**src/hw/soc_settings.svh**
```systemverilog
//------------------------------------------------------------
// System bus core settings
// Bus widths, address map, CSR banks and reset timing
//------------------------------------------------------------
`ifndef SOC_SETTINGS_SVH
`define SOC_SETTINGS_SVH

// Wishbone data bus
`define SOC_ADDR_W 32
`define SOC_DATA_W 32
`define SOC_SEL_W 4

// CSR address, 4-bit bank above a 10-bit register
`define SOC_CSR_A_W 14

// Scratch RAM depth in words
`define SOC_RAM_WORDS 256

// Reload of the reset debounce counter
`define SOC_RST_DEBOUNCE 255

// Region codes on address bits 30:28
`define SOC_REGION_RAM 3'b000
`define SOC_REGION_CSR 3'b110

// CSR banks
`define SOC_BANK_SYSCTL 4'h1
`define SOC_BANK_TIMER 4'h2

// Release 1.2.0 final on M1
`define SOC_SYSTEM_ID 32'h12004D31

// Top address bits that must be clear for a null pointer
`define SOC_NULL_LIMIT_W 14

`endif

```
**src/hw/soc_pkg.sv**
```systemverilog
//------------------------------------------------------------
// Shared types of the system bus core
// Bus words, CSR address and FSM encodings
//------------------------------------------------------------
`include "soc_settings.svh"

package soc_pkg;

	// Wishbone words
	typedef logic [`SOC_ADDR_W-1:0] wb_addr_t;
	typedef logic [`SOC_DATA_W-1:0] wb_data_t;
	typedef logic [`SOC_SEL_W-1:0] wb_sel_t;

	// Bank in the top 4 bits, register below
	typedef logic [`SOC_CSR_A_W-1:0] csr_addr_t;

	// Region code, same width as the map constants
	typedef logic [$bits(`SOC_REGION_RAM)-1:0] region_t;

	// One bus cycle at a time
	typedef enum logic [1:0] {
		bus_idle,
		bus_busy,
		bus_resp
	} bus_state_t;

	// Decoded target of a cycle
	typedef enum logic [1:0] {
		slave_ram,
		slave_csr,
		slave_none
	} slave_sel_t;

endpackage

```
**src/hw/bus_ctrl.sv**
```systemverilog
//------------------------------------------------------------
// System bus switch
// Decodes the region, runs one slave cycle at a time and
// answers the master with ack, or err for unmapped regions
// and null pointers
//------------------------------------------------------------
`timescale 1ns/1ps
`include "soc_settings.svh"

module bus_ctrl (
	input  logic              sys_clk,
	input  logic              sys_rst_i,
	// Master port
	input  logic              wb_cyc_i,
	input  logic              wb_stb_i,
	input  logic              wb_we_i,
	input  soc_pkg::wb_addr_t wb_adr_i,
	input  soc_pkg::wb_sel_t  wb_sel_i,
	input  soc_pkg::wb_data_t wb_dat_i,
	output soc_pkg::wb_data_t wb_dat_o,
	output logic              wb_ack_o,
	output logic              wb_err_o,
	input  logic              bus_err_en_i,
	// Scratch RAM
	output logic              ram_cyc_o,
	output logic              ram_stb_o,
	output logic              ram_we_o,
	output soc_pkg::wb_addr_t ram_adr_o,
	output soc_pkg::wb_sel_t  ram_sel_o,
	output soc_pkg::wb_data_t ram_dat_o,
	input  soc_pkg::wb_data_t ram_dat_i,
	input  logic              ram_ack_i,
	// CSR bridge
	output logic              csr_cyc_o,
	output logic              csr_stb_o,
	output logic              csr_we_o,
	output soc_pkg::wb_addr_t csr_adr_o,
	output soc_pkg::wb_sel_t  csr_sel_o,
	output soc_pkg::wb_data_t csr_dat_o,
	input  soc_pkg::wb_data_t csr_dat_i,
	input  logic              csr_ack_i
);

	soc_pkg::bus_state_t state;
	soc_pkg::slave_sel_t target;
	soc_pkg::slave_sel_t decoded;
	soc_pkg::region_t    region;
	logic                null_hit;
	logic                null_q;
	logic                slave_ack;

	// Bit 31 not decoded, every region has a shadow copy
	assign region = wb_adr_i[`SOC_ADDR_W-2 -: $bits(soc_pkg::region_t)];

	always_comb begin
		case (region)
			`SOC_REGION_RAM: decoded = soc_pkg::slave_ram;
			`SOC_REGION_CSR: decoded = soc_pkg::slave_csr;
			default:         decoded = soc_pkg::slave_none;
		endcase
	end

	// Null pointer, all top bits clear while checking is on
	assign null_hit = bus_err_en_i &
		(wb_adr_i[`SOC_ADDR_W-1 -: `SOC_NULL_LIMIT_W] == '0);

	// Master holds its lines, so only the strobes are switched
	assign ram_cyc_o = (state == soc_pkg::bus_busy) && (target == soc_pkg::slave_ram);
	assign ram_stb_o = ram_cyc_o;
	assign ram_we_o  = wb_we_i;
	assign ram_adr_o = wb_adr_i;
	assign ram_sel_o = wb_sel_i;
	assign ram_dat_o = wb_dat_i;

	assign csr_cyc_o = (state == soc_pkg::bus_busy) && (target == soc_pkg::slave_csr);
	assign csr_stb_o = csr_cyc_o;
	assign csr_we_o  = wb_we_i;
	assign csr_adr_o = wb_adr_i;
	assign csr_sel_o = wb_sel_i;
	assign csr_dat_o = wb_dat_i;

	assign slave_ack = (ram_cyc_o & ram_ack_i) | (csr_cyc_o & csr_ack_i);

	//------------------------------------------------------------
	// Cycle FSM
	//------------------------------------------------------------
	always_ff @(posedge sys_clk) begin
		if (sys_rst_i) begin
			state    <= soc_pkg::bus_idle;
			target   <= soc_pkg::slave_none;
			null_q   <= 1'b0;
			wb_ack_o <= 1'b0;
			wb_err_o <= 1'b0;
		end else begin
			// Responses are single-cycle pulses
			wb_ack_o <= 1'b0;
			wb_err_o <= 1'b0;
			case (state)
				soc_pkg::bus_idle: begin
					if (wb_cyc_i && wb_stb_i) begin
						target <= decoded;
						null_q <= null_hit;
						state  <= soc_pkg::bus_busy;
					end
				end
				soc_pkg::bus_busy: begin
					// Unmapped, no slave to wait for
					if (target == soc_pkg::slave_none) begin
						wb_err_o <= 1'b1;
						state    <= soc_pkg::bus_resp;
					end else if (slave_ack) begin
						wb_ack_o <= ~null_q;
						wb_err_o <= null_q;
						state    <= soc_pkg::bus_resp;
					end
				end
				// Master drops stb after its response
				default: state <= soc_pkg::bus_idle;
			endcase
		end
	end

	// Read data follows the active slave, zero when unmapped
	always_ff @(posedge sys_clk) begin
		if (state == soc_pkg::bus_busy) begin
			case (target)
				soc_pkg::slave_ram: wb_dat_o <= ram_dat_i;
				soc_pkg::slave_csr: wb_dat_o <= csr_dat_i;
				default:            wb_dat_o <= '0;
			endcase
		end
	end

endmodule

```
**config.mk**
```make
export PLATFORM = sky130hd
export DESIGN_NAME = bus_ctrl
export DESIGN_NICKNAME = d
export VERILOG_FILES = /design/src/hw/soc_pkg.sv /design/src/hw/bus_ctrl.sv
export VERILOG_INCLUDE_DIRS = /design/src /design/src/hw
export SDC_FILE = /design/constraint.sdc
export NUM_CORES = 1
export LEC_CHECK = 0
export CAP_MARGIN = 25
export CORE_AREA = 2 2 124 126
export CTS_BUF_LIST = sky130_fd_sc_hd__clkbuf_8
export DETAILED_ROUTE_END_ITERATION = 12
export DIE_AREA = 0 0 126 128
export DONT_BUFFER_PORTS = 1
export PLACE_DENSITY = 0.34
export SLEW_MARGIN = 5
export SYNTH_ARGS = -nofsm -noshare
export SYNTH_HDL_FRONTEND = slang
export SYNTH_SLANG_ARGS = --single-unit
```
**constraint.sdc**
```tcl
create_clock -name sys_clk -period 2.4 [get_ports sys_clk]
set_input_delay 0.36 -clock sys_clk [delete_from_list [all_inputs] [get_ports sys_clk]]
set_output_delay 0.36 -clock sys_clk [all_outputs]
set_load 0.01 [all_outputs]
```
==> metrics.txt <==
primary flip-flop cell chosen by synthesis mapping=edfxtp_1; fraction of layout instances using a drive strength above 1=0.1034; number of hold buffers added after CTS=0; CP cell instances=and2_1; Clk Tree Root Cell=clkbuf_8; highest achievable clock rate=0.5724 GHz; antenna violations before repair=1; endpoint required time on the critical path=2.04 ns; DR vias=1315; flop and latch count out of synthesis=39; launching element type of the critical path=flip-flop; area of the die=16130 µm²; final-report max-slew violation count=0; I/O pin count=316; Net count, final=285; vias in the first global route=1360; number of instances in the synthesized netlist=283; Post-Syn Area=2910 µm²; internal reg-to-reg setup slack=0.89 ns; DRT Wirelength=8.287 mm; Hold Crit Start=sys_rst_i; Die Wd=126 µm; Yosys warning count=0; wire length on met1=1.972 mm; largest vdd supply drop=0.2197 mV; number of buffer cells added on primary ports=0; maximum fanout encountered on the critical timing path=18; number of sinks driven by the clock tree=39; ratio of final minimum period to clock period=0.7280; static leakage power=0.5869 nW; arrival time worst endpoint=1.39 ns; setup repair after global routing missed its margin=false; area share of the largest cell type after synthesis=0.3611; detail-routed net length per standard cell=24.81 µm; area used by multi-input combinational logic=675.6 µm²; post-synthesis average cell area=10.28 µm²; detailed router's first-iteration violation count=49; r2r startpoint=target[0]; final non-filler cell area=2128 µm²; result of the run=completed; layout overhead on the synthesized area=-26.87%; clock latency reported for the late side of the worst-skew pair=0.29 ns; time the worst path needs with I/O delays and setup=1.747 ns; number of placement rows=45; RePlAce Congestion=0.6616; fill cell instance count of the final layout=1686; total iterations of the first detailed-routing run=4; final total negative setup slack=0 ns; TritonCTS buffer count=5; total power density per cell area=590.1 nW/µm²; sequential element share of the synthesized area=0.3783; number of max-capacitance violations reported=0; Worst Hold Endpoint=target[0]; net switching power=0.2837 mW; proportion of synthesized flip-flops having asynchronous set or reset=0; CP peak stage delay=0.68 ns; highest metal used=met4; slowest cell on the critical path=dfxtp_2; post-synthesis cell type with the largest combined area=buf_4; number of setup violations in the final report=0; post-CTS sizing=0; TritonCTS clock tree=done; utilization after layout=0.1432; number of routed nets with antenna violations=0; worst slew slack as a fraction of its limit=0.6218; buffers inserted during post-CTS setup optimization=0; overflow left after global routing=0; highest-count cells in the layout ignoring fill and taps=nor2_1, mux2i_1, edfxtp_1, dfxtp_1, clkbuf_8; distinct cell type count after synthesis=32; most common cell after layout, fill and taps aside=nor2_1; largest cells by area after synthesis=buf_4, edfxtp_1, mux2i_1; HPWL after detailed placement=6.793 mm; DRC violation count after routing=0; Die H=128 µm; buffer depth of the longest clock path=2; drt via density=3.937; EDFF count, synth=32; DR WL met2=4.241 mm; final-report hold violation count=0; H-Tree Level Count=2; Register Area=1102 µm²; Core Region=14860 µm²; number of cells on the worst hold path=1; synthesized net count=423; part of the power in combinational logic=0.054; type of the setup path with the least slack=reg2out; Worst Max-Slew Pin Slew=0.5673 ns; Net Sw Frac=0.2259; cell internal pwr=0.9723 mW; standard cell area after detailed placement=2048 µm²; Buf+Inv Stages, Crit Path=0; fraction of power consumed by sequential logic=0.611; first-pass GRT wire length=10.59 mm; clock network power share=0.336; clock-pin slew on the worst setup and hold paths=0.07 ns; delay-heaviest family, CP=flip-flops; routed wl met3=1.833 mm; type of element capturing the critical path=output port; Tightest Hold Check Type=in2reg; worst clock skew=0.004676 ns; starting density of the core=0.1958; FF-to-FF path depth=3; pin count of the biggest net entering global routing=37; endpoint of the most critical register-to-register path=wb_dat_o[29]; overall track demand over capacity in global routing=0.09365
## logic make-up (layout without fill, tap and decap cells)
logic type / Yosys count / count (layout) / share of synthesized area
AOI/OAI and AO/OA: 6 / 6 / 0.01204
DFF: 39 / 39 / 0.3783
xor gates and xnor gates: 1 / 1 / 0.003010
buffers and inverters: 148 / 10 / 0.3895
muxes: 33 / 33 / 0.1139
other: 0 / 1 / 0
and+or+nand+nor: 56 / 56 / 0.1032
## flip-flops by register name (all words and copies together) (netlist names)
register,cells
wb_dat_o,32
state,2
target,2
null_q,1
wb_ack_o,1
wb_err_o,1
## synthesized netlist by cell type (all sizes together) (2+ instances only)
| cell | instances |
|---|---|
| mux2i | 32 |
| nor4 | 4 |
| nor2b | 3 |
| dfxtp | 7 |
| nand3b | 2 |
| nor2 | 35 |
| edfxtp | 32 |
| buf | 147 |
| nand2 | 2 |
| o21ai | 2 |
## power by group through the flow
stage | Combinational [mW] | Sequential (mW) | Clock (mW)
6_report | 0.0676 | 0.767 | 0.421
5_1_grt | 0.0773 | 0.769 | 0.473
4_1_cts | 0.0711 | 0.768 | 0.445
3_5_place_dp | 0.0712 | 0.783 | 0
3_3_place_gp | 0.0695 | 0.783 | 0
2_1_floorplan | 0.297 | 0.777 | 0
## cell type report
type	count	share of cell area
flip-flops and latches	39	0.5179
multi-input cells	96	0.3175
well taps	188	0.1105
clock buffers	5	0.03233
repair buffers	3	0.01646
clock inverters	2	0.004115
diodes	1	0.001176
## metal layers
metal / vias to the layer above / GRT usage
li1: 525 / -
met1: 533 / 0.06562
met2: 240 / 0.1641
met3: 17 / 0.09265
met4: 0 / 0.04137
met5: - / 0
## stage by stage
step / hold slack [ns] / power (mW) / std cells / worst slack (ns)
2_1_floorplan: 0.4291 / 1.074 / 283 / 0.7107
3_3_place_gp: 0.4263 / 0.8527 / 326 / 0.8956
3_5_place_dp: 0.4273 / 0.8546 / 326 / 0.8238
4_1_cts: 0.1079 / 1.284 / 333 / 0.5710
5_1_grt: 0.1013 / 1.319 / 334 / 0.5702
6_report: 0.1229 / 1.256 / 334 / 0.6529
## worst max-delay path by stage
stage,from,to,slack (ns),depth (start not counted)
finish,target[0],csr_cyc_o,0.65,1
global route,target[0],csr_cyc_o,0.57,1
CTS,target[0],csr_cyc_o,0.57,1
detailed placement,target[0],wb_dat_o[25],0.82,3
global placement,target[0],wb_dat_o[16],0.90,3
floorplan,state[1],wb_ack_o,0.71,3
Note: power is estimated with default switching activity, not from simulation.
