File: src/hw/soc_settings.svh
//------------------------------------------------------------
// System bus core settings
// Bus widths, address map, CSR banks and reset timing
//------------------------------------------------------------
`ifndef SOC_SETTINGS_SVH
`define SOC_SETTINGS_SVH

// Wishbone data bus
`define SOC_ADDR_W 32
`define SOC_DATA_W 32
`define SOC_SEL_W 4

// CSR address, 4-bit bank above a 10-bit register
`define SOC_CSR_A_W 14

// Scratch RAM depth in words
`define SOC_RAM_WORDS 256

// Reload of the reset debounce counter
`define SOC_RST_DEBOUNCE 255

// Region codes on address bits 30:28
`define SOC_REGION_RAM 3'b000
`define SOC_REGION_CSR 3'b110

// CSR banks
`define SOC_BANK_SYSCTL 4'h1
`define SOC_BANK_TIMER 4'h2

// Release 1.2.0 final on M1
`define SOC_SYSTEM_ID 32'h12004D31

// Top address bits that must be clear for a null pointer
`define SOC_NULL_LIMIT_W 14

`endif

File: src/hw/soc_pkg.sv
//------------------------------------------------------------
// Shared types of the system bus core
// Bus words, CSR address and FSM encodings
//------------------------------------------------------------
`include "soc_settings.svh"

package soc_pkg;

	// Wishbone words
	typedef logic [`SOC_ADDR_W-1:0] wb_addr_t;
	typedef logic [`SOC_DATA_W-1:0] wb_data_t;
	typedef logic [`SOC_SEL_W-1:0] wb_sel_t;

	// Bank in the top 4 bits, register below
	typedef logic [`SOC_CSR_A_W-1:0] csr_addr_t;

	// Region code, same width as the map constants
	typedef logic [$bits(`SOC_REGION_RAM)-1:0] region_t;

	// One bus cycle at a time
	typedef enum logic [1:0] {
		bus_idle,
		bus_busy,
		bus_resp
	} bus_state_t;

	// Decoded target of a cycle
	typedef enum logic [1:0] {
		slave_ram,
		slave_csr,
		slave_none
	} slave_sel_t;

endpackage

File: src/hw/sysctl_regs.sv
//------------------------------------------------------------
// System controller CSR bank
// GPIO with interrupt, LEDs, system ID, bus-error enable
// and the software hard reset
//------------------------------------------------------------
`timescale 1ns/1ps
`include "soc_settings.svh"

module sysctl_regs (
	input  logic               sys_clk,
	input  logic               sys_rst_i,
	input  soc_pkg::csr_addr_t csr_a_i,
	input  logic               csr_we_i,
	input  soc_pkg::wb_data_t  csr_dw_i,
	output soc_pkg::wb_data_t  csr_dr_o,
	input  logic [2:0]         gpio_i,
	output logic [1:0]         leds_o,
	output logic               gpio_irq_o,
	output logic               bus_err_en_o,
	output logic               hard_rst_o
);

	localparam int REG_W = `SOC_CSR_A_W - 4;

	logic [2:0]       gpio_meta;
	logic [2:0]       gpio_sync;
	logic [2:0]       irq_en;
	logic             bank_hit;
	logic [REG_W-1:0] reg_sel;

	assign bank_hit = csr_a_i[`SOC_CSR_A_W-1 -: 4] == `SOC_BANK_SYSCTL;
	assign reg_sel  = csr_a_i[REG_W-1:0];

	// Two-flop synchronizer for the buttons
	always_ff @(posedge sys_clk) begin
		gpio_meta <= gpio_i;
		gpio_sync <= gpio_meta;
	end

	always_ff @(posedge sys_clk) begin
		if (sys_rst_i) begin
			csr_dr_o     <= '0;
			leds_o       <= '0;
			irq_en       <= '0;
			bus_err_en_o <= 1'b0;
			hard_rst_o   <= 1'b0;
		end else begin
			csr_dr_o   <= '0;
			hard_rst_o <= 1'b0;
			if (bank_hit) begin
				if (csr_we_i) begin
					case (reg_sel)
						REG_W'(1): leds_o <= csr_dw_i[1:0];
						REG_W'(2): irq_en <= csr_dw_i[2:0];
						REG_W'(4): begin
							bus_err_en_o <= csr_dw_i[0];
							// One-cycle pulse restarts the reset counter
							hard_rst_o   <= csr_dw_i[1];
						end
						default: ;
					endcase
				end
				case (reg_sel)
					REG_W'(0): csr_dr_o <= soc_pkg::wb_data_t'(gpio_sync);
					REG_W'(1): csr_dr_o <= soc_pkg::wb_data_t'(leds_o);
					REG_W'(2): csr_dr_o <= soc_pkg::wb_data_t'(irq_en);
					REG_W'(3): csr_dr_o <= `SOC_SYSTEM_ID;
					REG_W'(4): csr_dr_o <= soc_pkg::wb_data_t'(bus_err_en_o);
					default:   csr_dr_o <= '0;
				endcase
			end
		end
	end

	// Level interrupt, any enabled input high
	assign gpio_irq_o = |(gpio_sync & irq_en);

endmodule

File: config.mk
export PLATFORM = sky130hd
export DESIGN_NAME = sysctl_regs
export DESIGN_NICKNAME = d
export VERILOG_FILES = /design/src/hw/soc_pkg.sv /design/src/hw/sysctl_regs.sv
export VERILOG_INCLUDE_DIRS = /design/src /design/src/hw
export SDC_FILE = /design/constraint.sdc
export NUM_CORES = 1
export LEC_CHECK = 0
export BUFFER_PORTS_ARGS = -buffer_cell sky130_fd_sc_hd__buf_2
export CORE_MARGIN = 10
export CORE_UTILIZATION = 39
export DETAILED_ROUTE_END_ITERATION = 8
export MAX_ROUTING_LAYER = met4
export PLACE_DENSITY_LB_ADDON = 0.08
export SYNTH_ARGS = -nofsm -noshare
export SYNTH_HDL_FRONTEND = slang
export SYNTH_SLANG_ARGS = --single-unit
File: constraint.sdc
create_clock -name sys_clk -period 1.7 [get_ports sys_clk]
set_clock_uncertainty 0.1 [all_clocks]
set_input_delay 0.17 -clock sys_clk [delete_from_list [all_inputs] [get_ports sys_clk]]
set_output_delay 0.17 -clock sys_clk [all_outputs]
set_load 0.02 [all_outputs]
==> summary.md, run 1 <==
| Metric | Value |
|---|---|
| Router iterations before antenna repair | `4` |
| Hold path start | `csr_dw_i[2]` |
| Leak Pwr | `0.531 nW` |
| Initial antenna violation count | `0` |
| Netlist cell types | `27` |
| HP Class | `in -> reg` |
| Die H | `69.5 microns` |
| RSZ-0062 raised after global routing | `no` |
| First-pass GRT wire length | `3360 microns` |
| Core ar. | `0.00228 sq mm` |
| CTS Hold Buffers Added | `3` |
| Main flop type after synthesis | `dfxtp_1` |
| VDD IR-drop max | `550 uV` |
| CTS Buf Count | `3` |
| Largest net degree at the start of global routing | `14` |
| Final hold viol count | `0` |
| R2r startpoint | `bus_err_en_o` |
| Synthesized flop and latch total | `17` |
| Setup violations, final | `0` |
| H-tree depth | `1` |
| Post-synthesis sequential area ratio | `35.6%` |
| Seq pwr share | `55.4%` |
| Antenna Cells | `0` |
| Critical Path Max Stage Delay | `340 ps` |
| Port Buf Inserts | `38` |
| Worst Setup Start Kind | `flop` |
| Syn Std Cell Area | `957 sq um` |
| Share of cells above drive strength 1 | `38.9%` |
| Initial DRC Count | `5` |
| CTS resizes | `0` |
| Detailed-route wire length per cell | `13.5 microns` |
| Pwr Density | `686 mW/mm^2` |
| Post-DRT Antenna Nets | `0` |
| Vias per cell | `4.38` |
| Row cnt | `17` |
| Final net count | `179` |
| Outcome | `completed` |
| Clock power share | `29.1%` |
| Int Power | `0.000532 W` |
| Clock buffer depth | `2` |
| Post-synthesis xor/xnor area fraction | `0%` |
| Post-synthesis mux area share | `9.41%` |
| Pre-CTS setup slack | `299 ps` |
| Kind of critical path | `reg -> out` |
| Cells along the critical path | `a222oi_1, inv_1, buf_2` |
| Mean Syn Cell Area | `10.2 sq um` |
| Crit path capture type | `output pin` |
| Reg clk slew, reported paths | `100 ps` |
| Setup ws final | `270 ps` |
| CTS tree | `yes` |
| Slew Viols, Final | `0` |
| Worst Path Required | `1430 ps` |
| Largest family of logic cells by synthesized area | `buffers and inverters` |
| Clk sink count | `17` |
| Synth Area in Simple Gates | `25.4%` |
| Adder-cell share of the synthesized area | `0%` |
| IO Count | `89` |
| CTS Root Cell | `clkbuf_4` |
| WP data arrival | `1160 ps` |
| Initial core utilization | `42.1%` |
| Setup TNS | `0 ps` |
| DRC | `0` |
| GRT Total Usage | `8.21%` |
| Vias | `675` |
| Vias in the first global route | `726` |
| Worst-Skew Late Latency | `290 ps` |
| Crit path time final | `1430 ps` |
| EDFF count, synth | `0` |
| Post-synthesis compound-gate area fraction | `3.66%` |
| Crit. Startpoint | `irq_en[2]` |
| Warnings from Yosys | `0` |
| FFs w/ async S/R, synth | `0%` |
| Max cap viols | `0` |
| Syn Inst Count | `94` |
| Sw power | `0.000205 W` |
| Fmax | `699 MHz` |
| Die ar. | `0.00484 sq mm` |
| Comb power frac | `15.4%` |
| DRT Wirelength | `2080 microns` |
| CP Max Fanout | `3` |
| Die Wd | `69.5 microns` |
| Final cycle utilization of the critical path | `84.1%` |
| CP max stage cell | `dfxtp_1` |
| Switching part of the total power | `27.8%` |
| Post-CTS Setup Repair Bufs | `0` |
| Final GP Congestion | `0.744` |
| Global route overflow | `0` |
| Synth-to-Final Area Change | `12.2%` |
-- through the flow --
stage                     instance area [sq um]  power (W)  util [%]  cells  hold slack [ps]
after global routing                       1070   0.000772      47.2    154             50.9
final                                      1070   0.000736      47.2    154             34.9
after floorplan                            1030   0.000529         -    114             97.7
after detailed placement                   1020   0.000524      44.6    147              174
after CTS                                  1070   0.000741      47.2    154             35.5
after global placement                     1020   0.000521      44.6    147              173
-- critical path: cells and delay by family, from the launching register on --
family          cells  cell delay, ps
flops               1             340
compound gates      1             300
buf+inv             2             230
-- worst paths after layout --
check                                    end  slack (ps)  cells past startpoint
worst max-delay path              gpio_irq_o         270                      3
worst max register to register   csr_dr_o[0]         560                      3
worst min register to register  gpio_sync[2]         240                      0
worst min-delay path               irq_en[2]          30                      3
-- flip-flops by register name, summed over array words and instances (netlist names) --
register,flops
bus_err_en_o,1
csr_dr_o,4
gpio_meta,3
gpio_sync,3
hard_rst_o,1
irq_en,3
leds_o,2
-- cells in the final DEF (no fill, tap or decap), drive strengths merged, types with 3 or more instances in the layout --
cell         instances
mux2i                9
nand2b               9
conb                21
dfxtp               17
buf                 38
dlygate4sd3          3
clkbuf               3
-- per-layer routing --
metal	global-route usage, %	vias to the layer above	wire length (microns)
met2	12.5	37	957
met5	-	-	0
met1	8.63	300	793
met4	2.66	0	17
li1	-	336	-
met3	4.99	2	308
-- logic make-up (layout without fill, tap and decap cells) --
family                 Yosys count  in the layout
AO/OA/AOI/OAI                    5              5
buffers and inverters           34             46
flip-flops                      17             17
multiplexers                     9              9
other                            1             21
AND/OR/NAND/NOR                 28             28
-- layout make-up --
| cell class | instances | area [sq um] |
|---|---|---|
| tap | 28 | 35.0 |
| multi-input combinational | 63 | 447 |
| timing repair buffer | 41 | 220 |
| inverter | 1 | 3.75 |
| fill | 243 | 1200 |
| clock buffer | 3 | 22.5 |
| clock inverter | 1 | 5.00 |
| sequential | 17 | 340 |
-- power groups by stage --
stage / combinational, W / sequential [W] / clock, W
floorplan: 0.000112 / 0.000417 / 0
global placement: 0.000104 / 0.000417 / 0
detailed placement: 0.000106 / 0.000418 / 0
CTS: 0.000111 / 0.000409 / 0.000221
global route: 0.000123 / 0.000410 / 0.000239
finish: 0.000114 / 0.000408 / 0.000214
-- cell usage after synthesis (2+ instances only) --
master     n  share of area [%]
nand2b_1   9                5.9
nand2_1    2               0.78
o21ai_0    2                1.0
or3_1      2                1.3
nand4_1    2                1.3
mux2i_1    9                9.4
buf_4     31                 24
nor4bb_1   2                2.1
dfxtp_1   17                 36
No activity file was read; power rests on OpenSTA's default activity.
==> inputs of run 2 (changes only) <==
--- a/config.mk
+++ b/config.mk
@@ -8,7 +8,7 @@
 export LEC_CHECK = 0
 export BUFFER_PORTS_ARGS = -buffer_cell sky130_fd_sc_hd__buf_2
 export CORE_MARGIN = 10
-export CORE_UTILIZATION = 39
+export CORE_UTILIZATION = 36
 export DETAILED_ROUTE_END_ITERATION = 8
 export MAX_ROUTING_LAYER = met4
 export PLACE_DENSITY_LB_ADDON = 0.08
==> constraint.sdc (replaced) <==
create_clock -name sys_clk -period 1.4 [get_ports sys_clk]
set_clock_uncertainty 0.1 [all_clocks]
set_input_delay 0.14 -clock sys_clk [delete_from_list [all_inputs] [get_ports sys_clk]]
set_output_delay 0.14 -clock sys_clk [all_outputs]
set_load 0.02 [all_outputs]
==> summary.md, run 2 (synthesis gave the netlist of run 1 again) <==
| Metric | Value |
|---|---|
| Final net count | `180 (+0.56%)` |
| Vias | `667 (-1.2%)` |
| HP Class | `in -> reg` |
| Worst Setup Start Kind | `flop` |
| Clock buffer depth | `2 (unchanged)` |
| Hpwl dp | `1770 microns` |
| Crit path time final | `1430 ps` |
| DRT Wirelength | `2150 microns (+3.6%)` |
| Hold_ws | `-2.26 ps (-37.1 ps)` |
| Initial antenna violation count | `0 (unchanged)` |
| Largest net degree at the start of global routing | `14 (unchanged)` |
| Port Buf Inserts | `38 (unchanged)` |
| Critical path endpoint | `gpio_irq_o` |
| Crit. Startpoint | `gpio_sync[2]` |
| Clk sink count | `17 (unchanged)` |
| Largest register FFs | `4 (unchanged)` |
| Core ar. | `0.00250 sq mm (+9.8%)` |
| VDD IR-drop max | `547 uV (-0.43%)` |
| Vias in the first global route | `766 (+5.5%)` |
| Die ar. | `0.00512 sq mm (+5.9%)` |
| Final hold viol count | `1 (+1)` |
| Fmax | `702 MHz` |
| Most frequent cells in the layout | `37 x buf_2, 21 x conb_1, 16 x dfxtp_1` |
| WP data arrival | `1190 ps (+30 ps)` |
| CP Max Fanout | `2 (-1)` |
| First-pass GRT wire length | `3610 microns (+7.4%)` |
| Antenna Cells | `0 (unchanged)` |
| Kind of critical path | `reg -> out` |
| Setup violations, final | `1 (+1)` |
| Share of cells above drive strength 1 | `40.2% (+1.3 points)` |
| CTS Root Cell | `clkbuf_4` |
| Inst Count DP | `149 (+1.4%)` |
| Commonest non-fill, non-tap cell in the layout | `buf_2` |
| R2r startpoint | `irq_en[2]` |
| Cell Count, Final, Fillers Out | `157 (+1.9%)` |
| Final cycle utilization of the critical path | `102%` |
| Setup ws final | `-25.5 ps (-295 ps)` |
| Leak Pwr | `0.538 nW (+1.2%)` |
| Max cap viols | `0 (unchanged)` |
| Reg2Reg Depth | `4 (+1)` |
| RSZ-0062 raised after global routing | `yes` |
| Final GP Congestion | `0.759 (+2.0%)` |
| Vias per cell | `4.25 (-3.1%)` |
| Slew Viols, Final | `0 (unchanged)` |
| Crit path capture type | `output pin` |
| Die Wd | `71.6 microns (+2.9%)` |
| Design Power | `0.000901 W (+22%)` |
| Detailed-route wire length per cell | `13.7 microns (+1.6%)` |
| Post-DRT Antenna Nets | `0 (unchanged)` |
| DRC | `0 (unchanged)` |
| Largest reg by FF count | `csr_dr_o` |
| R2R setup slack | `280 ps (-280 ps)` |
| Worst Path Required | `1160 ps (-270 ps)` |
| Pwr Density | `826 mW/mm^2 (+20%)` |
| CTS tree | `yes` |
| Hold path start | `csr_dw_i[2]` |
| Failing checks | `hold timing, setup timing` |
| Initial DRC Count | `6 (+1)` |
| Setup TNS | `-25.5 ps (-25.5 ps)` |
| Global route overflow | `0 (unchanged)` |
| CTS Buf Count | `3 (unchanged)` |
| Synth-to-Final Area Change | `14.0%` |
| GRT Total Usage | `8.80% (+0.59 points)` |
| H-tree depth | `1 (unchanged)` |
| Reg clk slew, reported paths | `100 ps (about the same)` |
| Die H | `71.6 microns (+2.9%)` |
| IO Count | `89 (unchanged)` |
| Outcome | `finished with violations` |
| Router iterations before antenna repair | `4 (unchanged)` |
| Initial core utilization | `38.3% (-3.8 points)` |
| Worst-Skew Late Latency | `290 ps (about the same)` |
| Row cnt | `18 (+1)` |
| Worst r2r dst | `csr_dr_o[2]` |
-- run 2: area by class of cell --
| cell class | count | area, sq um |
|---|---|---|
| Clock inverter | 1 | 5.00 |
| Multi-Input combinational cell | 63 | 447 |
| Tap cell | 30 | 37.5 |
| Timing Repair Buffer | 42 | 234 |
| Inverter | 1 | 3.75 |
| Sequential cell | 17 | 342 |
| Clock buffer | 3 | 22.5 |
| Fill cell | 261 | 1410 |
-- run 2: critical path, cell delays in order (launching register included) --
cell      delay [ps]
dfxtp_1          320
a222oi_1         330
inv_1            100
buf_6            140
-- run 2: metrics by stage --
step	utilization (%)	instance area [sq um]	worst slack (ps)
detailed placement	40.7	1020	22.9
floorplan	-	1030	215
finish	43.6	1090	-25.5
global route	43.6	1090	-103
CTS	43.6	1090	-41.8
global placement	40.7	1020	59.4
-- run 2: repair_timing --
action                                  in CTS  in global routing
gates resized for setup                      3                  0
endpoints found under the setup margin       1                  1
setup buffers                                1                  0
pin swaps                                    1                  0
hold endpoints to repair                     3                  0
hold buffers                                 3                  0
-- run 2: worst min path at each step --
stage	endpoint	slack [ps]	depth (start not counted)
after floorplan	gpio_meta[0]	70	0
after detailed placement	gpio_meta[1]	140	1
after CTS	irq_en[2]	0.7	3
after global placement	gpio_meta[1]	140	1
after global routing	irq_en[2]	5	3
final	irq_en[2]	-2	3
-- run 2: metal layers --
metal  track usage (%)  routed length, microns  up-vias
met1              8.45                     844      286
met4              4.52                      40        0
li1                  -                       -      340
met3              5.23                     307        4
met5                 -                       0        -
met2              13.7                     959       37
-- run 2: report_power, final --
group	internal, W	switching, W	leakage [nW]
Sequential	0.000492	0.00000298	0.140
Clock	0.000106	0.000161	0.0177
Combinational	0.0000467	0.0000912	0.380
Total	0.000646	0.000255	0.538
