`src/hw/soc_settings.svh`:
```
//------------------------------------------------------------
// System bus core settings
// Bus widths, address map, CSR banks and reset timing
//------------------------------------------------------------
`ifndef SOC_SETTINGS_SVH
`define SOC_SETTINGS_SVH

// Wishbone data bus
`define SOC_ADDR_W 32
`define SOC_DATA_W 32
`define SOC_SEL_W 4

// CSR address, 4-bit bank above a 10-bit register
`define SOC_CSR_A_W 14

// Scratch RAM depth in words
`define SOC_RAM_WORDS 256

// Reload of the reset debounce counter
`define SOC_RST_DEBOUNCE 255

// Region codes on address bits 30:28
`define SOC_REGION_RAM 3'b000
`define SOC_REGION_CSR 3'b110

// CSR banks
`define SOC_BANK_SYSCTL 4'h1
`define SOC_BANK_TIMER 4'h2

// Release 1.2.0 final on M1
`define SOC_SYSTEM_ID 32'h12004D31

// Top address bits that must be clear for a null pointer
`define SOC_NULL_LIMIT_W 14

`endif

```
`src/hw/soc_pkg.sv`:
```
//------------------------------------------------------------
// Shared types of the system bus core
// Bus words, CSR address and FSM encodings
//------------------------------------------------------------
`include "soc_settings.svh"

package soc_pkg;

	// Wishbone words
	typedef logic [`SOC_ADDR_W-1:0] wb_addr_t;
	typedef logic [`SOC_DATA_W-1:0] wb_data_t;
	typedef logic [`SOC_SEL_W-1:0] wb_sel_t;

	// Bank in the top 4 bits, register below
	typedef logic [`SOC_CSR_A_W-1:0] csr_addr_t;

	// Region code, same width as the map constants
	typedef logic [$bits(`SOC_REGION_RAM)-1:0] region_t;

	// One bus cycle at a time
	typedef enum logic [1:0] {
		bus_idle,
		bus_busy,
		bus_resp
	} bus_state_t;

	// Decoded target of a cycle
	typedef enum logic [1:0] {
		slave_ram,
		slave_csr,
		slave_none
	} slave_sel_t;

endpackage

```
`src/hw/csr_bridge.sv`:
```
//------------------------------------------------------------
// Wishbone to CSR bridge
// Issues one word access on the CSR bus and returns the
// OR of all bank read data
//------------------------------------------------------------
`timescale 1ns/1ps
`include "soc_settings.svh"

module csr_bridge (
	input  logic               sys_clk,
	input  logic               sys_rst_i,
	input  logic               wb_cyc_i,
	input  logic               wb_stb_i,
	input  logic               wb_we_i,
	input  soc_pkg::wb_addr_t  wb_adr_i,
	input  soc_pkg::wb_data_t  wb_dat_i,
	output soc_pkg::wb_data_t  wb_dat_o,
	output logic               wb_ack_o,
	// CSR bus
	output soc_pkg::csr_addr_t csr_a_o,
	output logic               csr_we_o,
	output soc_pkg::wb_data_t  csr_dw_o,
	input  soc_pkg::wb_data_t  csr_dr_sys_i,
	input  soc_pkg::wb_data_t  csr_dr_tmr_i
);

	// idle issues, busy captures, resp acks
	soc_pkg::bus_state_t state;

	// Word address, byte selects play no part
	assign csr_a_o  = wb_adr_i[`SOC_CSR_A_W+1:2];
	assign csr_dw_o = wb_dat_i;
	// Write strobe lives in the issue cycle only
	assign csr_we_o = (state == soc_pkg::bus_idle) & wb_cyc_i & wb_stb_i & wb_we_i;

	always_ff @(posedge sys_clk) begin
		if (sys_rst_i) begin
			state    <= soc_pkg::bus_idle;
			wb_ack_o <= 1'b0;
		end else begin
			wb_ack_o <= 1'b0;
			case (state)
				soc_pkg::bus_idle: begin
					if (wb_cyc_i && wb_stb_i)
						state <= soc_pkg::bus_busy;
				end
				// Banks have answered by now
				soc_pkg::bus_busy: begin
					wb_ack_o <= 1'b1;
					state    <= soc_pkg::bus_resp;
				end
				// Switch sees ack, stb falls
				default: state <= soc_pkg::bus_idle;
			endcase
		end
	end

	// Idle banks drive zero, so OR selects
	always_ff @(posedge sys_clk) begin
		if (state == soc_pkg::bus_busy)
			wb_dat_o <= csr_dr_sys_i | csr_dr_tmr_i;
	end

endmodule

```
`config.mk`:
```
export PLATFORM = sky130hd
export DESIGN_NAME = csr_bridge
export DESIGN_NICKNAME = d
export VERILOG_FILES = /design/src/hw/soc_pkg.sv /design/src/hw/csr_bridge.sv
export VERILOG_INCLUDE_DIRS = /design/src /design/src/hw
export SDC_FILE = /design/constraint.sdc
export NUM_CORES = 1
export LEC_CHECK = 0
export ABC_AREA = 1
export BUFFER_PORTS_ARGS = -buffer_cell sky130_fd_sc_hd__buf_2
export CAP_MARGIN = 20
export CELL_PAD_IN_SITES_DETAIL_PLACEMENT = 0
export CELL_PAD_IN_SITES_GLOBAL_PLACEMENT = 1
export CORE_ASPECT_RATIO = 1.75
export CORE_MARGIN = 10
export CORE_UTILIZATION = 20
export CTS_CLUSTER_SIZE = 24
export DETAILED_ROUTE_END_ITERATION = 12
export GPL_ROUTABILITY_DRIVEN = 0
export HOLD_SLACK_MARGIN = 0.1
export PLACE_DENSITY = 0.86
export SLEW_MARGIN = 5
export SYNTH_ARGS = -nofsm -noshare
export SYNTH_HDL_FRONTEND = slang
export SYNTH_SLANG_ARGS = --single-unit
```
`constraint.sdc`:
```
create_clock -name sys_clk -period 3.15 [get_ports sys_clk]
set_clock_uncertainty 0.1 [all_clocks]
set_input_delay 0.315 -clock sys_clk [delete_from_list [all_inputs] [get_ports sys_clk]]
set_output_delay 0.315 -clock sys_clk [all_outputs]
set_load 0.01 [all_outputs]
```
==> results list, run 1 <==
* Total vias in the final route: approximately 1000
- Worst hold start: sys_rst_i
* Number of violations reported at the end of detailed-routing iteration 0: 7
- For this run the aggregate overflow at the end of global routing stands at 0.
- The min-delay analysis places its worst path in the category in -> reg.
- The number of cells on the worst reg-to-reg path is 2.
- Cell count after placement: 270
* Die footprint: ~12000 um^2
- Setup violations remaining at the end of the flow were counted as 0.
- Part of the Yosys area used for sequential elements: between 60 and 70%
- The post-route netlist has between 70% and 80% of its cells at a drive strength greater than 1.
* Clock latency reported for the late side of the worst-skew pair: around 0.27 ns
* Post-layout nets: 320
* Transition time at the pin with the least slew margin: between 0.8 and 0.9 ns
- Count of max-cap constraint violations: 0
* Number of buffers inserted for hold repair after clock tree synthesis: 0
* Post-synthesis cell count: about 120
* Storage cell area: roughly 1000 um^2
* Max VDD drop: 0.000192 V
- The clock tree synthesis step divided the H-tree into 2 levels.
- Summed over all failing endpoints, the final setup total negative slack is 0 ns.
- CP Launch Type: flip-flop
- After floorplanning, the core was divided into 43 placement rows.
- In this run the tightest slew margin relative to its limit is 41.1%.
* Initial core utilization: 20.4%
* Number of gates resized after CTS: 0
- The layout has 816 filler cells.
- Highest Clock Rate: about 0.64 GHz
- Measured along the x axis, the die boundary spans just under 90 um.
* Biggest fanout along the worst timing path: 32
* Global-route wire length before repair: 5590 um
- Synth Net Count: between 200 and 300
- Total global-route track usage: roughly 6.1%
* Fin. max-slew vios: 0
- Clock-pin slew was measured on the worst setup and hold paths at around 0.050 ns.
- Critical path class: reg -> reg
- Counting along the longest clock path gives a buffer depth of 2.
- Input and output buffers added on the ports amount to roughly 100.
- Setup repair after global routing left no endpoint under its margin.
- Buffers inserted during post-CTS setup optimization: 0
- The smallest clock period supported by the final layout is computed as approximately 1.6 ns.
- Synth area leader: edfxtp_1
* Data arrival time of the worst path: between 1 and 1.5 ns
* Area share of the largest cell type after synthesis: between 50% and 60%
* WP data required: 2.95 ns
- The initial antenna violation count was 1.
- Yosys attributes the largest share of cell area to edfxtp_1 (60%), buf_4 (21%), or2_2 (12%).
- Growth of design area from synthesis to finish: 28.0%
- In the routed design, unresolved DRC markers number 0.
* Vias per inst: 3.74
- Clk sinks: 35
- Worst hold path cell count: 2
* Estimated wirelength of the detail-placed design: 3500 um
- Crit path launch: state[0]
- TritonCTS built the clock tree.
- The worst setup path is captured at a flip-flop.
- The analysis attributes to cell leakage a power of 0.896 nW.
- In the finished design, the share of the clock period the worst path needs comes to between 40 and 50%.
* Post-layout util: a little over a quarter
- Clock tree synthesis inserted a total of 5 buffers.
- Synthesized cell area: 1610 um^2
* Count of endpoints failing hold in the final timing report: 0
- PD cells: 554 nW/um^2
- Reg-to-reg startpoint: state[0]
- Synth Register Bits: 35
- Clock Root Buffer: clkbuf_16
- Multi-input gate area: approximately 240 um^2
- OpenSTA, run right after detailed placement, puts the worst setup slack at between 1.5 and 2 ns.
- In this run the count of I/O pins placed on the die edge is between 200 and 250.
- Setup WS post-layout: roughly 1.6 ns
- Maximum number of pins on one net before global-route repair: 33
- In this run, distinct cell masters in the synthesized netlist total 8.
- The via count of the first global-routing pass came to ~1100.
* Number of search-and-repair iterations in the first detailed-routing pass: 3
* Worst Hold Slack: around 0.13 ns
- Standard cell core area: about 7900 um^2
* Routed len/inst: 14.7 um
- WL final: about 4000 um
- Number of warnings reported in the yosys synthesis log: 0
- Once layout is complete, the cells apart from fillers number around 280.
- Number of nets with antenna violations after routing: 0
* Mean instance size in the synthesized netlist: roughly 13 um^2
- Result of the run: finished, final reports clean
- The floorplan step set the die height to approximately 140 um.
-- layout make-up --
type                    instances  share of cell area, %
flip-flops and latches         35                   49.5
inverters                       3                  0.546
multi-input cells              40                   11.7
diodes                          1                  0.121
clock inverters                 3                   1.88
repair buffers                102                   24.8
well taps                      90                   5.46
clock buffers                   5                   6.07
-- stage by stage --
step           instance area [um^2]  power (W)
3_3_place_gp                   1900   0.000619
2_1_floorplan                  1610   0.000626
5_1_grt                        2060    0.00119
4_1_cts                        2060    0.00117
6_report                       2060    0.00114
3_5_place_dp                   1900   0.000622
-- metal layers --
| metal | wire [um] | up-vias | track usage, % |
|---|---|---|---|
| met4 | 369 | 0 | 7.17 |
| met5 | 0 | - | 0 |
| met2 | 1710 | 91 | 9.00 |
| li1 | - | 485 | - |
| met1 | 1180 | 430 | 4.75 |
| met3 | 845 | 37 | 4.00 |
-- kinds of logic after synthesis --
group / count (synthesis) / share of synthesized area [%]
buffers and inverters: 49 / 22.1
flip-flops: 35 / 63.4
AND/OR/NAND/NOR: 40 / 14.5
-- worst paths after layout --
check             slack (ns)            to
hold reg to reg         0.42      wb_ack_o
setup reg to reg        1.59  wb_dat_o[12]
setup / recovery        1.59  wb_dat_o[12]
hold / removal          0.13      state[0]
-- worst max-delay path: stages (launching register included) --
cell     delay, ns
dfxtp_1       0.32
inv_1         0.08
nor2_4        0.68
-- layout by cell type, fill, tap and decap left out, drive strengths merged --
cell type	count
bufinv	1
nor3	2
buf	102
nand2	2
edfxtp	32
inv	3
or2	32
dfxtp	3
clkinv	2
diode	1
nor2	4
clkbuf	5
-- Yosys cell counts, drive strengths merged --
master,number
buf,46
edfxtp,32
or2,32
nor2,4
dfxtp,3
inv,3
nand2,2
nor3,2
-- registers in the layout, summed over array words and instances (netlist names) --
name / count
wb_ack_o: 1
state: 2
wb_dat_o: 32
-- where the power goes --
part	total (W)	internal (W)	leakage (nW)	switching, W
sequential	0.000526	0.000523	0.307	0.00000281
clock	0.000533	0.000368	0.0812	0.000165
combinational	0.0000845	0.0000507	0.507	0.0000338
Note: power is estimated with default switching activity, not from simulation.
==> inputs of run 2 (changes only) <==
ABC_AREA = 0   (was 1)
CORE_UTILIZATION = 18   (was 20)
PLACE_DENSITY = 0.81   (was 0.86)
clock period = 1.25 ns   (was 3.15 ns; I/O delays follow)
==> run 2 against run 1 <==
Net effect: first-iteration DRC count increased by 130%; utilization up 5.8 points; critical endpoint is now csr_we_o; sequential share of layout area down 13 points; register-to-register slack got worse by 1.5 ns; via count grew 27%; largest cell class is now non-clock buffers; global-route usage rose by 2.5 points; count of clock-buffer cells in the layout increased by 2; synthesized cell count decreased by 4.0%.
==> results list, run 2 <==
* Clock Root Buffer: clkbuf_16
- The share of the Yosys chip area taken by registers is 63.3%.
* Vias per inst: 3.55
- STA classifies the critical path endpoint as a primary output.
- Number of buffers on the longest clock path: 2
* Count of endpoints failing hold in the final timing report: 0
- At the pin with the least slew margin, the transition time is approximately 0.16 ns.
* Global-route wire length before repair: approximately 8800 um
* Number of synthesized flops with an enable pin: 32
* Data arrival time of the worst path: about 1.0 ns
* Class of the worst hold path: in -> out
- Cells with a size suffix above 1 make up 58.1% of the layout.
* Commonest register cell after synthesis: edfxtp_1
- Global routing consumed, over all layers together, ~8.6% of the routing resources.
* Commonest non-fill, non-tap cell in the layout: buf_2
- Hold timing on the final database bottoms out at a slack of about 0.15 ns.
* Clock latency reported for the late side of the worst-skew pair: roughly 0.28 ns
- Global route overflow: 0
* Tightest slew margin relative to the limit: between 80% and 90%
- The tree built by TritonCTS fans out to 35 sinks.
- Number of setup violations in the final report: 0
- PD cells: between 1000 and 1500 nW/um^2
- Number of levels in the clock H-tree: 2
* WP data required: around 1.0 ns
- The flow ran to the end, and the final reports show no timing, DRC or antenna violations.
- Top flop regs: wb_dat_o: 32 flops, state: 2 flops, wb_ack_o: 1 flops
- Clock transition at the register clock pins on the worst setup and hold paths after CTS: 0.06 ns
- Share of flip-flops with an asynchronous set or reset: 0%
- Compared with the post-synthesis result, the final layout area differs by 72.5%.
* PortBufs: ~100
- Flip-flop count of the largest register after layout: 32
- Synth Net Count: about 250
* Storage cell area: 1020 um^2
- After synthesis, the mean cell area works out to between 10 and 15 um^2.
- Power comes to roughly 0.0029 W.
- TritonCTS built the clock tree.
- Initial core utilization: a little under a fifth
- Post-synthesis cell count: roughly 120
* Number of warnings reported in the yosys synthesis log: 0
- The detailed router finished its first iteration with 16 violations.
- Residual DRC count: 0
* Number of global-route vias before repair: around 1600
* Standard cell core area: 8730 um^2
- Max VDD drop: roughly 0.00075 V
- STA classifies the critical path startpoint as a flip-flop.
- From left edge to right edge, the die measures 91.6 um.
- Die H: ~150 um
- Sorting the synthesized cells by how often they occur yields buf_4 (46), edfxtp_1 (32), or2_2 (32).
- Multi-input gate area: ~250 um^2
* Filler cell count in the final layout: roughly 850
* Final period utilization: slightly below 100%
- In this run the count of I/O pins placed on the die edge is roughly 210.
- Number of nets with antenna violations after routing: 0
- The number of slew-limit violations in the final report was 0.
* WL final: about 5800 um
- Area share of the largest cell type after synthesis: 59.6%
- The die covers ~13000 um^2.
- After layout, the minimum clock period comes to 1.23 ns.
* Row Count: 45
- Antenna violations before repair: 2
- The number of clock buffers added by TritonCTS is 5.
* Routed len/inst: roughly 16 um
- At the end of the flow, the number of nets in the layout was 385.
* Estimated wirelength of the detail-placed design: between 3000 and 4000 um
* Maximum number of pins on one net before global-route repair: 30
- Setup repair after global routing missed its margin: yes
- The routed layout has 1321 vias.
- The critical path is of the reg -> out type.
* Most frequent cells in the layout: buf_2 (102), dlygate4sd3_1 (67), or2_2 (32), edfxtp_1 (32), clkbuf_16 (5)
- Highest Clock Rate: just over 0.8 GHz
- Max-cap violations in this run came to 0.
* Leakage power: 1.18 nW
* Largest reg by FF count: wb_dat_o
- Synthesized cell area: about 1600 um^2
- The most common cell in the synthesized netlist is buf_4.
- Synth area leader: edfxtp_1
- Synth Register Bits: 35
- After synthesis, the netlist uses 9 different library cells.
* Biggest fanout along the worst timing path: 2
* Area contributors post-synth: edfxtp_1 (60%), buf_4 (21%), or2_2 (12%)
* Number of search-and-repair iterations in the first detailed-routing pass: 3
[run 2: cell count changes after synthesis, sizes merged, moves of 2 or more]
cell and delta:
and2b +2, inv -3, nand2 -2, nor2 -3, nor3 -2
[run 2: what timing repair did]
item | CTS | global route
endpoints found under the setup margin | 1 | 1
pin swaps | 2 | 2
hold buffers | 67 | 0
gates resized for setup | 2 | 0
setup buffers | 0 | 1
endpoints found under the hold margin | 35 | 0
[run 2: final timing paths]
path / cells past startpoint / from / to / slack (ns)
worst max-delay path: 3 / state[1] / csr_we_o / 0.02
worst max register to register: 3 / state[1] / wb_dat_o[30] / 0.04
worst min register to register: 2 / state[0] / state[0] / 0.46
worst min-delay path: 0 / wb_adr_i[15] / csr_a_o[13] / 0.15
[run 2: layout make-up]
cell class,instances,area share [%]
Timing Repair Buffer,172,43.7
Sequential cell,35,36.8
Multi-Input combinational cell,38,9.13
Tap cell,117,5.26
Clock buffer,7,4.77
Clock inverter,1,0.180
Antenna cell,2,0.180
[run 2: kinds of logic (layout without fill, tap and decap cells)]
family,Yosys count,in the layout,synth area share (%)
simple gates,38,38,15.3
flops,35,35,63.3
buf+inv,46,180,21.4
other cells,0,2,0
[run 2: critical path: stages (launching register included)]
cell	delay, ns
dfxtp_2	0.32
nor2_2	0.10
and4_1	0.18
buf_2	0.13
[run 2: power breakdown]
| part | internal (W) | switching, W |
|---|---|---|
| sequential | 0.00132 | 0.00000783 |
| clock | 0.000736 | 0.000451 |
| combinational | 0.000274 | 0.000118 |
| total | 0.00233 | 0.000576 |
[run 2: per-stage QoR]
stage | cell area (um^2) | utilization [%] | TNS, ns | cells | setup slack, ns
2_1_floorplan | 1620 | - | -3.29 | 119 | -0.103
3_3_place_gp | 1960 | 22.4 | 0 | 294 | 0.163
3_5_place_dp | 1960 | 22.4 | 0 | 294 | 0.133
4_1_cts | 2770 | 31.7 | 0 | 369 | 0.00889
5_1_grt | 2780 | 31.9 | -0.0563 | 372 | -0.0563
6_report | 2780 | 31.9 | 0 | 372 | 0.0195
[run 2: routing by layer]
layer,global-route usage [%],share of wire [%],wire length (um)
met2,14.2,49,2850
met4,9.76,10,595
met3,4.44,13,752
met1,6.42,28,1630
met5,0,0,0
